===== src/gauntlet_pkg.sv =====
// Gauntlet I/O shared definitions
// Download widths, payload types, download indices, slapstic codes
// and the ROM region map of the downloaded image
`default_nettype none

package gauntlet_pkg;

	// ################################################
	// Payload types
	typedef logic [7:0]  byte_t;        // Download or audio ROM byte
	typedef logic [24:0] ioctl_addr_t;  // Download byte address
	typedef logic [7:0]  dl_index_t;
	typedef logic [7:0]  slap_type_t;
	typedef logic [63:0] dip_bank_t;    // Byte n in bits 8n+7:8n
	typedef logic [15:0] cpu_word_t;
	typedef logic [18:0] cpu_addr_t;    // CPU word address
	typedef logic [15:0] audio_addr_t;
	typedef logic [31:0] gfx_word_t;
	typedef logic [22:0] gfx_addr_t;    // Byte address / 4
	typedef logic [7:0]  player_port_t; // Active low
	typedef logic [4:0]  sys_port_t;    // Service, coin 1..4, active low

	// Download indices
	localparam dl_index_t IDX_ROM      = 8'd0;
	localparam dl_index_t IDX_SLAPSTIC = 8'd1;
	localparam dl_index_t IDX_DIP      = 8'd254;

	// Slapstic codes, one per game
	localparam slap_type_t SLAP_GAUNTLET    = 8'd104; // Reset value
	localparam slap_type_t SLAP_GAUNTLET2   = 8'd106;
	localparam slap_type_t SLAP_VINDICATORS = 8'd118; // Tank controls

	// ################################################
	// ROM regions in the download image
	localparam ioctl_addr_t CPU_9A_BASE  = 25'h00C_0000; // 64 KB
	localparam ioctl_addr_t CPU_10A_BASE = 25'h00F_0000; // 32 KB
	localparam ioctl_addr_t CPU_7A_BASE  = 25'h010_0000; // 64 KB
	localparam ioctl_addr_t CPU_6A_BASE  = 25'h011_0000;
	localparam ioctl_addr_t CPU_5A_BASE  = 25'h012_0000;
	localparam ioctl_addr_t CPU_3A_BASE  = 25'h013_0000;
	localparam ioctl_addr_t AUD_16S_BASE = 25'h014_0000; // 32 KB
	localparam ioctl_addr_t AUD_16R_BASE = 25'h014_8000; // 16 KB

	// CPU bank select, word address bits 18:15
	localparam logic [3:0] CPU_SEL_9A  = 4'd0;
	localparam logic [3:0] CPU_SEL_7A  = 4'd4;
	localparam logic [3:0] CPU_SEL_6A  = 4'd5;
	localparam logic [3:0] CPU_SEL_5A  = 4'd6;
	localparam logic [3:0] CPU_SEL_3A  = 4'd7;
	localparam logic [4:0] CPU_SEL_10A = 5'd6;  // Bits 18:14, half-size bank

endpackage

`default_nettype wire


===== src/rom_download_router.sv =====
// ROM download router
// Keeps a short history of ROM bytes, packs graphics words on every
// fourth byte and decodes the CPU and audio ROM region writes
`timescale 1ns/1ps
`default_nettype none

module rom_download_router (
	input  wire                        clk_sys,
	input  wire                        rst_n,
	input  wire                        ioctl_download,
	input  wire                        ioctl_wr,
	input  wire gauntlet_pkg::dl_index_t   ioctl_index,
	input  wire gauntlet_pkg::ioctl_addr_t ioctl_addr,
	input  wire gauntlet_pkg::byte_t       ioctl_dout,
	output logic                       gfx_wr,
	output gauntlet_pkg::gfx_addr_t    gfx_addr,
	output gauntlet_pkg::gfx_word_t    gfx_data,
	output logic [5:0]                 cpu_wr,      // Bit 0 = 9A .. bit 5 = 3A
	output logic [14:0]                cpu_wr_addr,
	output gauntlet_pkg::cpu_word_t    cpu_wr_data,
	output logic [1:0]                 aud_wr,      // Bit 0 = 16S, bit 1 = 16R
	output logic [14:0]                aud_wr_addr,
	output gauntlet_pkg::byte_t        aud_wr_data
);

	logic        rom_wr;   // ROM byte during download
	logic        last_byte; // Byte 3 of a graphics group
	logic        odd_byte;
	logic [23:0] hist;     // Three previous ROM bytes, newest lowest

	assign rom_wr = ioctl_wr && ioctl_download && (ioctl_index == gauntlet_pkg::IDX_ROM);
	assign last_byte = rom_wr && (ioctl_addr[1:0] == 2'b11);
	assign odd_byte  = rom_wr && ioctl_addr[0];   // CPU words complete on odd bytes

	always_ff @(posedge clk_sys) begin
		if (rom_wr) begin
			hist <= {hist[15:0], ioctl_dout};
		end
	end

	// ################################################
	// Graphics word packer
	always_ff @(posedge clk_sys or negedge rst_n) begin
		if (!rst_n) begin
			gfx_wr <= 1'b0;
		end else begin
			gfx_wr <= last_byte; // One pulse per group
		end
	end

	always_ff @(posedge clk_sys) begin
		if (last_byte) begin
			gfx_data <= {hist, ioctl_dout}; // Oldest byte highest
			gfx_addr <= ioctl_addr[24:2];
		end
	end

	// ################################################
	// Region decode, one strobe at most
	assign cpu_wr[0] = odd_byte && (ioctl_addr[24:16] == gauntlet_pkg::CPU_9A_BASE[24:16]);
	assign cpu_wr[1] = odd_byte && (ioctl_addr[24:15] == gauntlet_pkg::CPU_10A_BASE[24:15]);
	assign cpu_wr[2] = odd_byte && (ioctl_addr[24:16] == gauntlet_pkg::CPU_7A_BASE[24:16]);
	assign cpu_wr[3] = odd_byte && (ioctl_addr[24:16] == gauntlet_pkg::CPU_6A_BASE[24:16]);
	assign cpu_wr[4] = odd_byte && (ioctl_addr[24:16] == gauntlet_pkg::CPU_5A_BASE[24:16]);
	assign cpu_wr[5] = odd_byte && (ioctl_addr[24:16] == gauntlet_pkg::CPU_3A_BASE[24:16]);
	assign aud_wr[0] = rom_wr && (ioctl_addr[24:15] == gauntlet_pkg::AUD_16S_BASE[24:15]);
	assign aud_wr[1] = rom_wr && (ioctl_addr[24:14] == gauntlet_pkg::AUD_16R_BASE[24:14]);

	assign cpu_wr_addr = ioctl_addr[15:1];            // Word address
	assign cpu_wr_data = {hist[7:0], ioctl_dout};     // Even byte high
	assign aud_wr_addr = ioctl_addr[14:0];
	assign aud_wr_data = ioctl_dout;

endmodule

`default_nettype wire


===== config.mk =====
export PLATFORM = sky130hd
export DESIGN_NAME = rom_download_router
export DESIGN_NICKNAME = d
export VERILOG_FILES = /design/src/gauntlet_pkg.sv /design/src/rom_download_router.sv
export SDC_FILE = /design/constraint.sdc
export NUM_CORES = 1
export LEC_CHECK = 0
export BUFFER_PORTS_ARGS = -buffer_cell sky130_fd_sc_hd__buf_2
export CAP_MARGIN = 20
export CORE_MARGIN = 2
export CORE_UTILIZATION = 44
export DETAILED_ROUTE_END_ITERATION = 7
export MAX_ROUTING_LAYER = met4
export PLACE_DENSITY = 0.76
export RECOVER_POWER = 100
export SYNTH_ARGS = -nofsm -noshare
export SYNTH_HDL_FRONTEND = slang
export SYNTH_SLANG_ARGS = --single-unit

===== constraint.sdc =====
create_clock -name clk_sys -period 1.1 [get_ports clk_sys]
set_input_delay 0.11 -clock clk_sys [delete_from_list [all_inputs] [get_ports clk_sys]]
set_output_delay 0.11 -clock clk_sys [all_outputs]
set_load 0.01 [all_outputs]

Word-level counts from Yosys, hierarchy flattened --
Index checks and enable logic that the tools add are counted. W data, S select, Z words.
Storage, ports and cells: register bits 80, bits in latches 0, bits in writable memories 0, ROM bits 0, bits of input ports 45, output and inout port bits 118, word-level logic and storage cells 26, memories 0
Cells by class: $add $sub $neg 0, $mul 0, divide/modulo/power cells 0, $lt $le $gt $ge 0, eq/ne operators 9, shift operators 0, muxes and demuxes 0, bitwise gates (word level) 0, reduce and logical (&&, ||, !) cells 13
Operators with widths (number):
- $eq A9 B5 Y1 const B | 4
- $logic_and A1 B1 Y1 | 12
- $eq A11 B7 Y1 const B | 1
- $eq A10 B5 Y1 const B | 1
- $eq A10 B6 Y1 const B | 1
- $eq A9 B4 Y1 const B | 1
- $logic_not A8 Y1 | 1
- $eq A2 B2 Y1 const B | 1

Longest topological paths before layout --
word-level depth 4, mapped depth 3, mapped depth without buffers 3

Worst setup path after synthesis --
No wires, ideal clock.
kind input to register, from input port ioctl_index[3], to register gfx_addr[0] (enable), library setup time 459 ps, data arrival time 2868 ps, data required time 641 ps, path slack -2227 ps, stages on the path 2, path buffers 0, path through or4_1 nor3_2
Between the ends: word-level cells in the longest chain between the ends 3
RTL lines:
- from (decl) | RTL line rom_download_router.sv:12 | input wire gauntlet_pkg::dl_index_t ioctl_index,
- $logic_not A8 Y1 | RTL line rom_download_router.sv:31 | assign rom_wr = ioctl_wr && ioctl_download && (ioctl_index == gauntlet_pkg::IDX_ROM);
- $logic_and A1 B1 Y1 | RTL line rom_download_router.sv:31
- $logic_and A1 B1 Y1 | RTL line rom_download_router.sv:32 | assign last_byte = rom_wr && (ioctl_addr[1:0] == 2'b11);
- net last_byte | RTL line rom_download_router.sv:27 | logic last_byte;
- to (signal assigned) | RTL line rom_download_router.sv:54 | gfx_addr <= ioctl_addr[24:2];
- to (decl) | RTL line rom_download_router.sv:16 | output gauntlet_pkg::gfx_addr_t gfx_addr,
The timed path passes the listed nets, and every way through them passes these cells. A chain may end at the register's enable or synchronous reset.

Final worst setup path --
from input port ioctl_index[2], to output port cpu_wr[4]
Between the ends: word-level cells in the longest chain between the ends 4
RTL lines:
- $logic_not A8 Y1 | RTL line rom_download_router.sv:31
- $logic_and A1 B1 Y1 | RTL line rom_download_router.sv:31
- $logic_and A1 B1 Y1 | RTL line rom_download_router.sv:33 | assign odd_byte = rom_wr && ioctl_addr[0];
- $logic_and A1 B1 Y1 | RTL line rom_download_router.sv:64 | assign cpu_wr[4] = odd_byte && (ioctl_addr[24:16] == gauntlet_pkg::CPU_5A_BASE[24:16]);
- to (decl) | RTL line rom_download_router.sv:18 | output logic [5:0] cpu_wr,
Every way passes these cells.

==> results.md <==
* Status: finished, violations left
* Failing checks: setup timing
* Initial Util at 0.448
* Initial drt markers at 39
* Clock transition at path regs at 0.08 ns
* TritonCTS clock tree: yes
* Final setup margin at -0.317 ns
* Worst Tran Pin Value at 0.355 ns
* Worst EP required at 0.99 ns
* Fraction of layout cells with a size suffix above 1 at 0.328
* Fillcell total at 536
* Nets at 384
* Reg2reg setup slack at 0.28 ns
* DR pass1 iterations at 4
* PD cells at 1310 nW/um2
* Hold Crit Class: in2async
* DRT Wirelength at 6520 um
* Root buffer cell: clkbuf_8
* Hold_ws at 0.0653 ns
* GPL Wtd Cong at 0.787
* Tot GR Track Use at 0.174
* Combinational share of power at 0.067
* Commonest cells after routing, fill and taps aside: 105 x clkbuf_1, 79 x edfxtp_1, 34 x buf_2, 30 x dlygate4sd3_1, 22 x clkbuf_2
* Yosys warning total at 0
* Worst reg2reg startpoint: hist[4]
* Distinct cell type count after synthesis at 20
* Cts bufs inserted at 9
* Fin crit period at 1.42 ns
* Largest net degree at the start of global routing at 14
* Syn avg cell area at 18.4 um2
* Die Height at 86.7 um
* Die area at 7520 um2
* P_int at 4550 uW
* Number of port buffers at 162
* Routed Antenna Nets at 0
* Avg WL per Cell at 15.4 um
* Std cell rows at 30
* Overflow after GRT at 0
* RSZ-0062 raised after global routing: yes
* Net Count, Synth at 209
* Tcrit/Tclk final at 1.29
* Leading cell type in the layout, fill and taps excluded: clkbuf_1
* Dpl hpwl at 3630 um
* Cell Count, Final, Fillers Out at 424
* Maximum VDD drop at 621 uV
* TNS Setup at -13.37 ns
* Sw Share at 0.204
* Mapped cell area at 3010 um2
* Fmax at 706 MHz
* CTS H-tree lvls at 3
* Clock sinks at 80
* Syn Inst Count at 164
* Die Width at 86.7 um
* Via count at 1,908
* WS Path Type: in2out
* Area Overhead vs Synth at 44.6%
* Relative slew slack at 0.764
* Register area share after synthesis at 0.796
* Antenna fix cells at 0
* Worst path most repeated cell: buf_6
* NetSw at 1170 uW
* FF-to-FF End: gfx_data[12]
* Max-slew violations at 0
* Antenna violations before repair at 0
* Worst setup SP type: input pin
* Worst-skew pair later-pin latency at 0.33 ns
* Worst reg-to-reg path cell count at 1
* Nature of the critical path endpoint: primary output
* Max incr delay on CP at 0.32 ns
* Max Cap Violations at 0
* Total I/O pin count at 163
* DRC at 0
* Worst Clk Skew at 0.00666 ns
* Total design power at 5720 uW
* Dpl cells at 364
* Clock Path Buffers at 2
* Lkg Pwr at 0.00158 uW
* Max FO, Critical Path at 4
* Final Core Density at 0.648
* Number of global-route vias before repair at 1,819
* Core area at 6720 um2
* Final hold viol count at 0
* Crit path cell chain: buf_6 -> buf_6 -> nor4_4 -> nand4_2 -> nor4b_2 -> buf_2
* DR vias/cell at 4.50
* Clock share of power at 0.353
* Synthesis-stage register bit count at 80
* WP data arrival at 1.31 ns
* Final setup viols at 89
* Seq pwr share at 0.580
* CP max stage cell: nor4_4
* Global-route wire length before repair at 9120 um
sequential cells by signal, indices dropped and copies added (netlist names):
register and count:
gfx_addr 23, gfx_wr 1, hist 24, gfx_data 32
worst max-delay path: cells and delay by family:
kind	cells	cell delay, ns
AND/OR/NAND/NOR	3	0.82
buffers and inverters	3	0.37
cell usage after synthesis:
cell      number  area share
buf_4         54        0.13
or4_1          1      0.0025
nand3_1        2      0.0033
nand2b_1       1      0.0021
nor3_2         1      0.0033
nor4b_2        1      0.0050
nor4_1         2      0.0042
nor2_1         5      0.0062
nand2_1        5      0.0062
nor3b_1        1      0.0025
nor3_1         3      0.0050
nor2b_1        2      0.0042
and3b_1        1      0.0029
nor4_2         1      0.0042
nand4_2        1      0.0042
dfrtp_1        1      0.0083
edfxtp_1      79        0.79
nor4_4         1      0.0071
nand4_1        1      0.0021
and4bb_1       1      0.0042
cells by family after synthesis:
| logic type | count (synthesis) | share of synthesized area |
|---|---|---|
| simple gates | 30 | 0.0690 |
| flops | 80 | 0.796 |
| buf+inv | 54 | 0.135 |
area by class of cell:
class | instances | area, um2 | area share
Clock buffer | 10 | 128 | 0.0293
Multi-Input combinational cell | 30 | 279 | 0.0641
Clock inverter | 6 | 60.1 | 0.0138
Timing Repair Buffer | 218 | 1390 | 0.319
Sequential cell | 80 | 2400 | 0.551
Tap cell | 80 | 100 | 0.0230
power groups by stage:
| stage | Sequential [uW] | Combinational, uW | Clock [uW] |
|---|---|---|---|
| after floorplan | 3390 | 198 | 0 |
| after global placement | 3390 | 290 | 0 |
| after detailed placement | 3390 | 297 | 0 |
| after CTS | 3320 | 392 | 2060 |
| after global routing | 3320 | 414 | 2200 |
| final | 3320 | 383 | 2020 |
worst max-delay path by stage:
stage	start	endpoint	cells past startpoint
final	ioctl_index[2]	cpu_wr[4]	6
after global routing	ioctl_index[2]	cpu_wr[4]	6
after detailed placement	ioctl_index[3]	gfx_addr[0]	4
after CTS	ioctl_index[2]	cpu_wr[1]	6
after floorplan	ioctl_index[3]	gfx_addr[0]	2
after global placement	ioctl_index[3]	gfx_addr[0]	4
per-layer routing:
metal	routed length, um	share of wire	global-route usage
met1	2560	0.39	0.185
met5	0	0	-
met3	315	0.048	0.0305
met4	121	0.019	0.0909
met2	3530	0.54	0.308
metrics by stage:
| stage | setup slack (ns) | area [um2] |
|---|---|---|
| 6_report | -0.317 | 4350 |
| 5_1_grt | -0.387 | 4350 |
| 4_1_cts | -0.248 | 4460 |
| 3_5_place_dp | -0.508 | 3660 |
| 3_3_place_gp | -0.478 | 3660 |
| 2_1_floorplan | -1.32 | 3020 |
repair_timing:
item | CTS | global route
gates resized for setup | 21 | 7
setup endpoints to repair | 87 | 88
cloned | 6 | 2
pin swaps | 9 | 5
hold endpoints to repair | 38 | 0
setup buffers | 6 | 3
hold buffers | 30 | 0
Power figures use the tool's default switching activity.
